$ cat src/ch3_pkg.sv
package ch3_pkg;

	// field widths
	localparam int FREQ_W = 11;
	localparam int LEN_W  = 8;
	localparam int POS_W  = 5;

	typedef logic [FREQ_W-1:0] freq_t;  // NR33/NR34 frequency
	typedef logic [LEN_W-1:0]  len_t;   // NR31 length load
	typedef logic [POS_W-1:0]  pos_t;   // 32 samples per wave
	typedef logic [3:0]        sample_t;
	typedef logic [7:0]        byte_t;

	// 0 mute, 1 full, 2 half, 3 quarter
	typedef logic [1:0] vol_t;

	// channel register map
	localparam logic [15:0] ADDR_NR30 = 16'hff1a; // dac enable
	localparam logic [15:0] ADDR_NR31 = 16'hff1b; // length load
	localparam logic [15:0] ADDR_NR32 = 16'hff1c; // volume
	localparam logic [15:0] ADDR_NR33 = 16'hff1d; // freq low
	localparam logic [15:0] ADDR_NR34 = 16'hff1e; // trigger, len enable, freq high

	// 16 byte wave ram
	localparam logic [15:0] ADDR_WAVE_BASE = 16'hff30;

	// unused bits read back as one
	localparam byte_t MASK_NR30 = 8'h7f;
	localparam byte_t MASK_NR32 = 8'h9f;
	localparam byte_t MASK_NR34 = 8'hbf;

endpackage

$ cat src/ch3_reload_counter.sv
`timescale 1ns/1ps

module ch3_reload_counter #(
		parameter type count_t = logic [7:0]
	) (
		input  logic   cery_2mhz,
		input  logic   reset,
		input  logic   load,
		input  count_t load_val,
		input  logic   step,
		output logic   wrap
	);

	count_t count;
	logic   at_top;

	assign at_top = (count == '1);

	// no wrap pulse on a load cycle
	assign wrap = step && at_top && !load;

	always_ff @(posedge cery_2mhz) begin
		if (reset) begin
			count <= '0;
		end else if (load) begin
			count <= load_val;
		end else if (step) begin
			if (at_top)
				count <= load_val; // reload on wrap
			else
				count <= count_t'(count + 1'b1);
		end
	end

endmodule

$ cat src/ch3_wave_ram.sv
`timescale 1ns/1ps

module ch3_wave_ram
	import ch3_pkg::*;
	(
		input  logic       cery_2mhz,
		input  logic       ram_wr,
		input  logic [3:0] ram_widx,
		input  byte_t      wdata,
		input  logic [3:0] addr_idx,
		input  logic       ch3_active,
		input  pos_t       wave_pos,
		output byte_t      ram_rdata
	);

	byte_t      mem [16];
	logic [3:0] rd_idx;

	// playing channel owns the read port
	assign rd_idx = ch3_active ? wave_pos[POS_W-1:1] : addr_idx;

	always_ff @(posedge cery_2mhz) begin
		if (ram_wr)
			mem[ram_widx] <= wdata;
	end

	assign ram_rdata = mem[rd_idx]; // async read

endmodule

$ cat src/ch3_reg_decode.sv
`timescale 1ns/1ps

module ch3_reg_decode
	import ch3_pkg::*;
	(
		input  logic        cery_2mhz,
		input  logic        reset,
		input  logic [15:0] addr,
		input  byte_t       wdata,
		input  logic        wr_en,
		input  logic        rd_en,
		input  byte_t       ram_rdata,
		input  logic        ch3_active,
		output byte_t       rdata,
		output logic        dac_en,
		output freq_t       freq,
		output len_t        len_load,
		output logic        len_wr,
		output logic        len_en,
		output logic        trigger,
		output vol_t        volume,
		output logic        ram_wr,
		output logic [3:0]  ram_widx
	);

	logic  wave_sel;
	logic  sel_nr31;
	logic  sel_nr34;
	byte_t rd_mux;

	assign wave_sel = (addr[15:4] == ADDR_WAVE_BASE[15:4]);
	assign sel_nr31 = (addr == ADDR_NR31);
	assign sel_nr34 = (addr == ADDR_NR34);

	// wave ram writes go straight through
	assign ram_wr   = wr_en && wave_sel;
	assign ram_widx = addr[3:0];

	// register file and strobes
	always_ff @(posedge cery_2mhz) begin
		if (reset) begin
			dac_en   <= 1'b0;
			len_load <= '0;
			volume   <= '0;
			freq     <= '0;
			len_en   <= 1'b0;
			trigger  <= 1'b0;
			len_wr   <= 1'b0;
		end else begin
			// strobes land one edge after the write
			trigger <= wr_en && sel_nr34 && wdata[7];
			len_wr  <= wr_en && sel_nr31;
			if (wr_en) begin
				case (addr)
					ADDR_NR30: dac_en <= wdata[7];
					ADDR_NR31: len_load <= wdata;
					ADDR_NR32: volume <= wdata[6:5];
					ADDR_NR33: freq[7:0] <= wdata;
					ADDR_NR34: begin
						freq[FREQ_W-1:8] <= wdata[2:0];
						len_en           <= wdata[6];
					end
					default: ;
				endcase
			end
		end
	end

	always_comb begin
		case (addr)
			ADDR_NR30: rd_mux = {dac_en, 7'b0} | MASK_NR30;
			ADDR_NR32: rd_mux = {1'b0, volume, 5'b0} | MASK_NR32;
			ADDR_NR34: rd_mux = {ch3_active, len_en, 6'b0} | MASK_NR34; // bit 7 masked
			default: begin
				if (wave_sel)
					rd_mux = ram_rdata; // playing byte while active
				else
					rd_mux = '1; // write-only or unmapped
			end
		endcase
	end

	always_ff @(posedge cery_2mhz) begin
		if (reset)
			rdata <= '0;
		else if (rd_en)
			rdata <= rd_mux;
	end

endmodule

$ cat src/ch3_wave_sequencer.sv
`timescale 1ns/1ps

module ch3_wave_sequencer
	import ch3_pkg::*;
	(
		input  logic  cery_2mhz,
		input  logic  reset,
		input  logic  dac_en,
		input  freq_t freq,
		input  len_t  len_load,
		input  logic  len_wr,
		input  logic  len_en,
		input  logic  trigger,
		input  logic  frame_256hz,
		output logic  ch3_active,
		output pos_t  wave_pos
	);

	logic start;
	logic freq_wrap;
	logic len_wrap;
	logic len_expired;
	logic len_reload;
	logic len_ld;
	len_t len_ld_val;
	logic len_step;

	// trigger only counts with the dac powered
	assign start = trigger && dac_en;

	// expired length restarts from zero on trigger
	assign len_reload = start && len_expired;
	assign len_ld     = len_wr || len_reload;
	assign len_ld_val = len_reload ? len_t'(0) : len_load;
	assign len_step   = len_en && frame_256hz && !len_expired; // frozen once expired

	ch3_reload_counter #(
		.count_t(freq_t)
	) freq_timer_i (
		.cery_2mhz(cery_2mhz),
		.reset    (reset),
		.load     (start),
		.load_val (freq),
		.step     (ch3_active),
		.wrap     (freq_wrap)
	);

	ch3_reload_counter #(
		.count_t(len_t)
	) length_ctr_i (
		.cery_2mhz(cery_2mhz),
		.reset    (reset),
		.load     (len_ld),
		.load_val (len_ld_val),
		.step     (len_step),
		.wrap     (len_wrap)
	);

	always_ff @(posedge cery_2mhz) begin
		if (reset)
			len_expired <= 1'b0;
		else if (len_ld)
			len_expired <= 1'b0;
		else if (len_wrap)
			len_expired <= 1'b1;
	end

	// active flag and sample position
	always_ff @(posedge cery_2mhz) begin
		if (reset) begin
			ch3_active <= 1'b0;
			wave_pos   <= '0;
		end else if (start) begin
			ch3_active <= 1'b1;
			wave_pos   <= '0;
		end else if (!dac_en || len_wrap) begin
			ch3_active <= 1'b0; // dac off or length ran out
		end else if (freq_wrap) begin
			wave_pos <= pos_t'(wave_pos + 1'b1); // mod 32
		end
	end

endmodule

$ cat src/ch3_volume_dac.sv
`timescale 1ns/1ps

module ch3_volume_dac
	import ch3_pkg::*;
	(
		input  logic    cery_2mhz,
		input  logic    reset,
		input  byte_t   ram_rdata,
		input  pos_t    wave_pos,
		input  vol_t    volume,
		input  logic    ch3_active,
		output sample_t dac_out
	);

	sample_t nibble;
	sample_t shifted;

	// even position plays the high nibble first
	assign nibble = wave_pos[0] ? ram_rdata[3:0] : ram_rdata[7:4];

	always_comb begin
		case (volume)
			2'd0: shifted = '0; // mute
			2'd1: shifted = nibble;
			2'd2: shifted = nibble >> 1;
			default: shifted = nibble >> 2;
		endcase
	end

	always_ff @(posedge cery_2mhz) begin
		if (reset)
			dac_out <= '0;
		else
			dac_out <= ch3_active ? shifted : sample_t'(0);
	end

endmodule

$ cat src/ch3_wave_channel.sv
`timescale 1ns/1ps

module ch3_wave_channel
	import ch3_pkg::*;
	(
		input  logic        cery_2mhz,
		input  logic        reset,
		input  logic [15:0] addr,
		input  byte_t       wdata,
		input  logic        wr_en,
		input  logic        rd_en,
		output byte_t       rdata,
		input  logic        frame_256hz,
		output logic        ch3_active,
		output pos_t        wave_pos,
		output sample_t     dac_out
	);

	logic       dac_en;
	freq_t      freq;
	len_t       len_load;
	logic       len_wr;
	logic       len_en;
	logic       trigger;
	vol_t       volume;
	logic       ram_wr;
	logic [3:0] ram_widx;
	byte_t      ram_rdata;

	ch3_reg_decode decode_i (
		.cery_2mhz (cery_2mhz),
		.reset     (reset),
		.addr      (addr),
		.wdata     (wdata),
		.wr_en     (wr_en),
		.rd_en     (rd_en),
		.ram_rdata (ram_rdata),
		.ch3_active(ch3_active),
		.rdata     (rdata),
		.dac_en    (dac_en),
		.freq      (freq),
		.len_load  (len_load),
		.len_wr    (len_wr),
		.len_en    (len_en),
		.trigger   (trigger),
		.volume    (volume),
		.ram_wr    (ram_wr),
		.ram_widx  (ram_widx)
	);

	ch3_wave_ram ram_i (
		.cery_2mhz (cery_2mhz),
		.ram_wr    (ram_wr),
		.ram_widx  (ram_widx),
		.wdata     (wdata),
		.addr_idx  (addr[3:0]),
		.ch3_active(ch3_active),
		.wave_pos  (wave_pos),
		.ram_rdata (ram_rdata)
	);

	ch3_wave_sequencer seq_i (
		.cery_2mhz  (cery_2mhz),
		.reset      (reset),
		.dac_en     (dac_en),
		.freq       (freq),
		.len_load   (len_load),
		.len_wr     (len_wr),
		.len_en     (len_en),
		.trigger    (trigger),
		.frame_256hz(frame_256hz),
		.ch3_active (ch3_active),
		.wave_pos   (wave_pos)
	);

	ch3_volume_dac dac_i (
		.cery_2mhz (cery_2mhz),
		.reset     (reset),
		.ram_rdata (ram_rdata),
		.wave_pos  (wave_pos),
		.volume    (volume),
		.ch3_active(ch3_active),
		.dac_out   (dac_out)
	);

endmodule

$ cat config.mk
export PLATFORM = sky130hd
export DESIGN_NAME = ch3_wave_channel
export DESIGN_NICKNAME = d
export VERILOG_FILES = /design/src/ch3_pkg.sv /design/src/ch3_reload_counter.sv /design/src/ch3_wave_ram.sv /design/src/ch3_reg_decode.sv /design/src/ch3_wave_sequencer.sv /design/src/ch3_volume_dac.sv /design/src/ch3_wave_channel.sv
export SDC_FILE = /design/constraint.sdc
export NUM_CORES = 1
export LEC_CHECK = 0
export ABC_CLOCK_PERIOD_IN_PS = 3180
export BUFFER_PORTS_ARGS = -buffer_cell sky130_fd_sc_hd__buf_2
export CORE_MARGIN = 5
export CORE_UTILIZATION = 35
export DETAILED_ROUTE_END_ITERATION = 10
export GPL_TIMING_DRIVEN = 0
export PLACE_DENSITY_LB_ADDON = 0.12
export RECOVER_POWER = 100
export SLEW_MARGIN = 25
export SYNTH_ARGS = -nofsm -noshare
export SYNTH_HDL_FRONTEND = slang
export SYNTH_HIERARCHICAL = 1
export SYNTH_SLANG_ARGS = --single-unit
$ cat constraint.sdc
create_clock -name cery_2mhz -period 3.18 [get_ports cery_2mhz]
set_clock_uncertainty 0.1 [all_clocks]
set_input_delay 0.477 -clock cery_2mhz [delete_from_list [all_inputs] [get_ports cery_2mhz]]
set_output_delay 0.477 -clock cery_2mhz [all_outputs]
set_load 0.01 [all_outputs]
==> results.yml, run 1 <==
synthesis:
  synth_cell_types: 69
  synth_common_cells: "edfxtp_1, mux2i_1, dfxtp_1"
  synth_top_area_share_pct: 45.3
  synth.area.top_cells: "edfxtp_1, dfxtp_1, mux2i_1"
  syn_area_mm2: 0.00848
  synth.most_common_cell: "edfxtp_1"
  synth_top_area_cell: "edfxtp_1"
  synth.avg_cell_area_um2: 12.7
  syn_inst: 669
  synth.ff_latch_count: 191
  synth_edf_count: 128
  synth-async-reset-ratio_pct: 0
  yosysWarningCount: 6
  synthFlopType: "edfxtp_1"
  syn-num-nets: 701
  ys_seq_area_share_pct: 60.2
sta:
  slew-limit-headroom_pct: 17.4
  period_minus_slack_ns: 3.05
  grt_setup_unrepaired: "false"
  tightest_slew_ns: 1.23
  period_share_pct: 96.0
  max_freq_ghz: 0.327
  finalMaxSlewViolations: 0
  finalHoldViolCount: 0
  finalSetupViolations: 0
  setup_slack_ns: 0.126
drt:
  firstDrtPassIters: 7
  drc_errors: 0
  wl_per_cell_um: 20.7
  detail-route-antenna-nets: 0
  vias: 5675
  drt_iter0_drc: 468
  vias_per_cell: 5.30
  wl_um: 22200
status:
  outcome: "completed"
clocking:
  cts_max_level: 4
  clk_path_buf_depth: 2
  cts.sinks: 191
  numCtsBuffers: 17
  root_buffer: "clkbuf_16"
  insertion_delay_ns: 0.44
  cts_tree: "yes"
  clkTransAtPathRegs_ns: 0.08
critical_path:
  start_kind: "register"
  rr_worst_depth: 8
  required_ns: 3.41
  cp.arrival_ns: 3.28
  crit_fanout: 10
  worstSetupEndpointType: "register"
  path_class: "register to register"
power:
  leakagePower_nw: 3.32
  seq_power_share_pct: 52.1
  power_mw: 5.11
  p_clk_share_pct: 42.8
  internal_power_mw: 3.88
  p_per_area_mw_per_mm2: 530
  p_sw_mw: 1.24
  p_comb_share_pct: 5.2
  swShare_pct: 24.2
  peakVddDrop_v: 0.000311
finish:
  final_cell_area_mm2: 0.00965
  antenna_cells: 0
  n_fill_cell: 2376
  utilization_pct: 40.0
  drive_above_1_share_pct: 12.4
  syn_to_final_growth_pct: 13.8
  finalNetCount: 766
flow_run:
  drv_cap: 0
grt:
  grt_pass1_vias: 5761
  grt_max_degree: 21
  antenna_found_initial: 0
  grt_usage_pct: 15.8
  gr-total-overflow: 0
  grt_first_pass_wirelength_um: 33500
placed_design:
  placedInstanceArea_mm2: 0.00913
  routabilityCongestion: 0.835
  dp_slack_ns: -0.140
  hpwl_um: 15800
  place.port_buffers: 46
floorplanning:
  start_util_pct: 35.2
  core_area_mm2: 0.0241
  die_h_um: 166
  fp.dieArea_mm2: 0.0274
  ios: 47
  rows: 57
  die_x_um: 166
worst_hold_path:
  hold_path.class: "primary input to register"
  worstHoldPathCells: 3
-- state kept, by name, summed over array words and instances (netlist names) --
| name | cells |
|---|---|
| seq_i/freq_timer_i/count | 11 |
| ram_i/mem | 128 |
| decode_i/len_wr | 1 |
| dac_i/dac_out | 4 |
| decode_i/volume | 2 |
| seq_i/length_ctr_i/count | 8 |
| decode_i/trigger | 1 |
| seq_i/ch3_active | 1 |
| decode_i/len_load | 8 |
| seq_i/wave_pos | 5 |
| decode_i/dac_en | 1 |
| decode_i/freq | 11 |
| seq_i/len_expired | 1 |
| decode_i/len_en | 1 |
| decode_i/rdata | 8 |
-- cell type report --
| cell class | instances | area (um^2) | share of cell area, % |
|---|---|---|---|
| Clock inverter | 15 | 184 | 1.91 |
| Timing Repair Buffer | 46 | 196 | 2.04 |
| Buffer | 28 | 179 | 1.85 |
| Sequential cell | 191 | 5110 | 53.0 |
| Clock buffer | 17 | 425 | 4.41 |
| Multi-Input combinational cell | 441 | 3120 | 32.3 |
| Tap cell | 324 | 405 | 4.20 |
| Inverter | 9 | 33.8 | 0.350 |
-- critical path: stages (launching register included) --
cell     delay (ns)
dfxtp_4        0.40
mux2i_1        0.24
buf_6          0.20
buf_6          0.21
mux2i_1        0.23
o22ai_1        0.15
or4_1          0.63
or4_1          0.53
a32o_1         0.26
-- final timing paths --
| check | slack, ns | end | start |
|---|---|---|---|
| setup / recovery | 0.13 | decode_i/rdata[5] | seq_i/ch3_active |
| hold / removal | 0.29 | decode_i/rdata[0] | rd_en |
| setup reg to reg | 0.13 | decode_i/rdata[5] | seq_i/ch3_active |
| hold reg to reg | 0.33 | seq_i/len_expired | decode_i/len_wr |
-- metal layers --
metal | part of all wire, % | up-vias | wire (um) | global-route usage, %
li1 | - | 2701 | - | -
met1 | 45 | 2852 | 9890 | 19.9
met2 | 50 | 102 | 11200 | 27.6
met3 | 3.4 | 20 | 752 | 3.36
met4 | 1.6 | 0 | 363 | 4.27
met5 | 0 | - | 0 | 0
-- power by group through the flow --
stage | Combinational [mW] | Sequential, mW | Clock, mW
after global routing | 0.286 | 2.66 | 2.33
final | 0.264 | 2.66 | 2.19
after floorplan | 0.142 | 2.72 | 0
after detailed placement | 0.272 | 2.72 | 0
after global placement | 0.266 | 2.72 | 0
after CTS | 0.273 | 2.66 | 2.23
-- what timing repair did --
action                                  CTS  global route
resized for setup                         1             2
endpoints found under the setup margin    4             2
hold buffers                              0             0
pin swaps                                 0             0
buffers inserted                          0             0
-- layout by cell type (no fill, tap or decap), types with 8 or more instances in the layout --
cell and count:
buf_4 9, o21ai_0 13, nand4_1 14, nor2_1 48
and2_1 11, nand2_1 21, dfxtp_1 62, o22ai_1 33
inv_1 9, a21oi_1 16, nand2b_1 32, a22oi_1 8
a31oi_1 10, clkbuf_1 39, edfxtp_1 128, buf_2 20
o21ai_2 8, or4_1 12, clkbuf_16 17, nor3_1 13
nand3_1 17, mux2i_1 88
-- through the flow --
step | setup TNS [ns] | hold WS [ns] | instances
floorplan | 0 | 0.289 | 669
global placement | -11.02 | 0.315 | 1039
detailed placement | -4.06 | 0.324 | 1039
CTS | 0 | 0.285 | 1071
global route | 0 | 0.319 | 1071
finish | 0 | 0.289 | 1071
-- cell families (layout without fill, tap and decap cells) --
logic type / Yosys count / after routing / share of synthesized area, %
compound gates: 113 / 113 / 9.12
xor+xnor: 6 / 6 / 0.620
fa+ha+maj: 3 / 3 / 0.443
buf+inv: 37 / 115 / 2.60
flops: 191 / 191 / 60.2
mux: 93 / 93 / 11.1
simple gates: 226 / 226 / 15.9
Power figures use the tool's default switching activity.
==> run 2, diff against run 1 <==
- MAX_ROUTING_LAYER: default -> met4
==> results.yml, run 2 (synthesis gave the netlist of run 1 again) <==
sta:
  finalMaxSlewViolations: 0
  finalSetupViolations: 0
  period_minus_slack_ns: 3.07
  tightest_slew_ns: 1.24
  setup_slack_ns: 0.113
  period_share_pct: 96.4
  slew-limit-headroom_pct: 16.2
  max_freq_ghz: 0.326
  grt_setup_unrepaired: "false"
  finalHoldViolCount: 0
grt:
  grt_first_pass_wirelength_um: 34100
  grt_pass1_vias: 5772
  gr-total-overflow: 0
  antenna_found_initial: 0
  grt_usage_pct: 16.5
  grt_max_degree: 21
critical_path:
  crit_fanout: 10
  start_kind: "register"
  r2r_slack_ns: 0.11
  path_class: "register to register"
  cp.arrival_ns: 3.30
  required_ns: 3.41
  worstSetupEndpointType: "register"
finish:
  n_fill_cell: 2338
  finalNetCount: 766
  top_register: "ram_i/mem"
  drive_above_1_share_pct: 12.9
  reg_top3: "ram_i/mem (128), decode_i/freq (11), seq_i/freq_timer_i/count (11)"
  final_common_cell: "edfxtp_1"
  syn_to_final_growth_pct: 14.0
  final_cell_mix: "edfxtp_1, mux2i_1, dfxtp_1, nor2_1, clkbuf_1"
  final_cell_count_no_fill: 1071
  antenna_cells: 0
  largest_reg_flops: 128
floorplanning:
  die_x_um: 166
  die_h_um: 166
  rows: 57
  ios: 47
  start_util_pct: 35.2
  fp.dieArea_mm2: 0.0274
  core_area_mm2: 0.0241
clocking:
  clkTransAtPathRegs_ns: 0.08
  cts_tree: "yes"
  numCtsBuffers: 17
  root_buffer: "clkbuf_16"
  insertion_delay_ns: 0.44
  clk_path_buf_depth: 2
  postCtsSetupBuffers: 0
  cts_max_level: 4
  cts.sinks: 191
placed_design:
  routabilityCongestion: 0.843
  place.port_buffers: 46
  hpwl_um: 15600
  place_inst: 1039
  dp_slack_ns: -0.195
power:
  p_sw_mw: 1.23
  p_comb_share_pct: 5.1
  internal_power_mw: 3.88
  peakVddDrop_v: 0.000320
  leakagePower_nw: 3.34
  swShare_pct: 24.0
  seq_power_share_pct: 52.1
  p_per_area_mw_per_mm2: 529
  p_clk_share_pct: 42.7
drt:
  drt_iter0_drc: 409
  detail-route-antenna-nets: 0
  drc_errors: 0
  vias_per_cell: 5.26
  wl_per_cell_um: 20.6
  vias: 5629
  firstDrtPassIters: 5
  wl_um: 22100
status:
  outcome: "completed"
worst_hold_path:
  hold_path.class: "primary input to register"
flow_run:
  drv_cap: 0
-- run 2: cell count changes in the layout (fill, tap and decap cells not counted), sizes merged --
cell,change
clkinv,-2
clkbuf,+1
inv,+1
-- run 2: power groups by stage --
stage | Clock (mW) | Sequential, mW | Combinational (mW)
CTS | 2.24 | 2.66 | 0.272
finish | 2.18 | 2.67 | 0.263
global route | 2.34 | 2.67 | 0.285
floorplan | 0 | 2.72 | 0.142
detailed placement | 0 | 2.72 | 0.271
global placement | 0 | 2.72 | 0.266
-- run 2: layout make-up --
type	count	area [um^2]	share of cell area, %
Sequential cell	191	5110	52.8
Multi-Input combinational cell	441	3130	32.4
Clock buffer	18	429	4.44
Tap cell	324	405	4.19
Timing Repair Buffer	46	196	2.03
Clock inverter	14	185	1.92
Buffer	28	179	1.85
Inverter	9	33.8	0.350
-- run 2: path summary, 6_finish.rpt --
path	startpoint	to	cells past startpoint
worst max-delay path	seq_i/ch3_active	decode_i/rdata[5]	8
worst min-delay path	rd_en	decode_i/rdata[0]	3
worst max register to register	seq_i/ch3_active	decode_i/rdata[5]	8
worst min register to register	decode_i/len_wr	seq_i/len_expired	1
-- run 2: what timing repair did --
action | 4_1_cts | 5_1_grt
hold buffers | 0 | 0
endpoints found under the setup margin | 4 | 3
pin swaps | 0 | 0
gates resized for setup | 1 | 1
-- run 2: metrics by stage --
stage / total power [mW] / hold WS [ns] / TNS (ns) / utilization, % / instance area, um^2
6_report: 5.11 / 0.291 / 0 / 40.1 / 9670
5_1_grt: 5.30 / 0.310 / 0 / 40.1 / 9670
4_1_cts: 5.17 / 0.279 / 0 / 40.4 / 9750
3_5_place_dp: 2.99 / 0.327 / -5.24 / 37.9 / 9130
3_3_place_gp: 2.99 / 0.317 / -12.45 / 37.8 / 9110
2_1_floorplan: 2.86 / 0.289 / 0 / - / 8480
-- run 2: layer usage --
metal  track usage [%]  part of all wire [%]  up-vias
met5                 -                     0        -
met4              4.63                   1.6        0
met3              2.72                   2.2       20
met2              27.4                    50       98
met1              21.0                    46     2794
li1                  -                     -     2717
-- run 2: worst max-delay path: stages (launching register included) --
cell and delay (ns):
dfxtp_2 0.44, mux2i_1 0.25, buf_6 0.21, buf_6 0.21
mux2i_1 0.23, o22ai_1 0.13, or4_1 0.61, or4_1 0.52
a32o_1 0.25
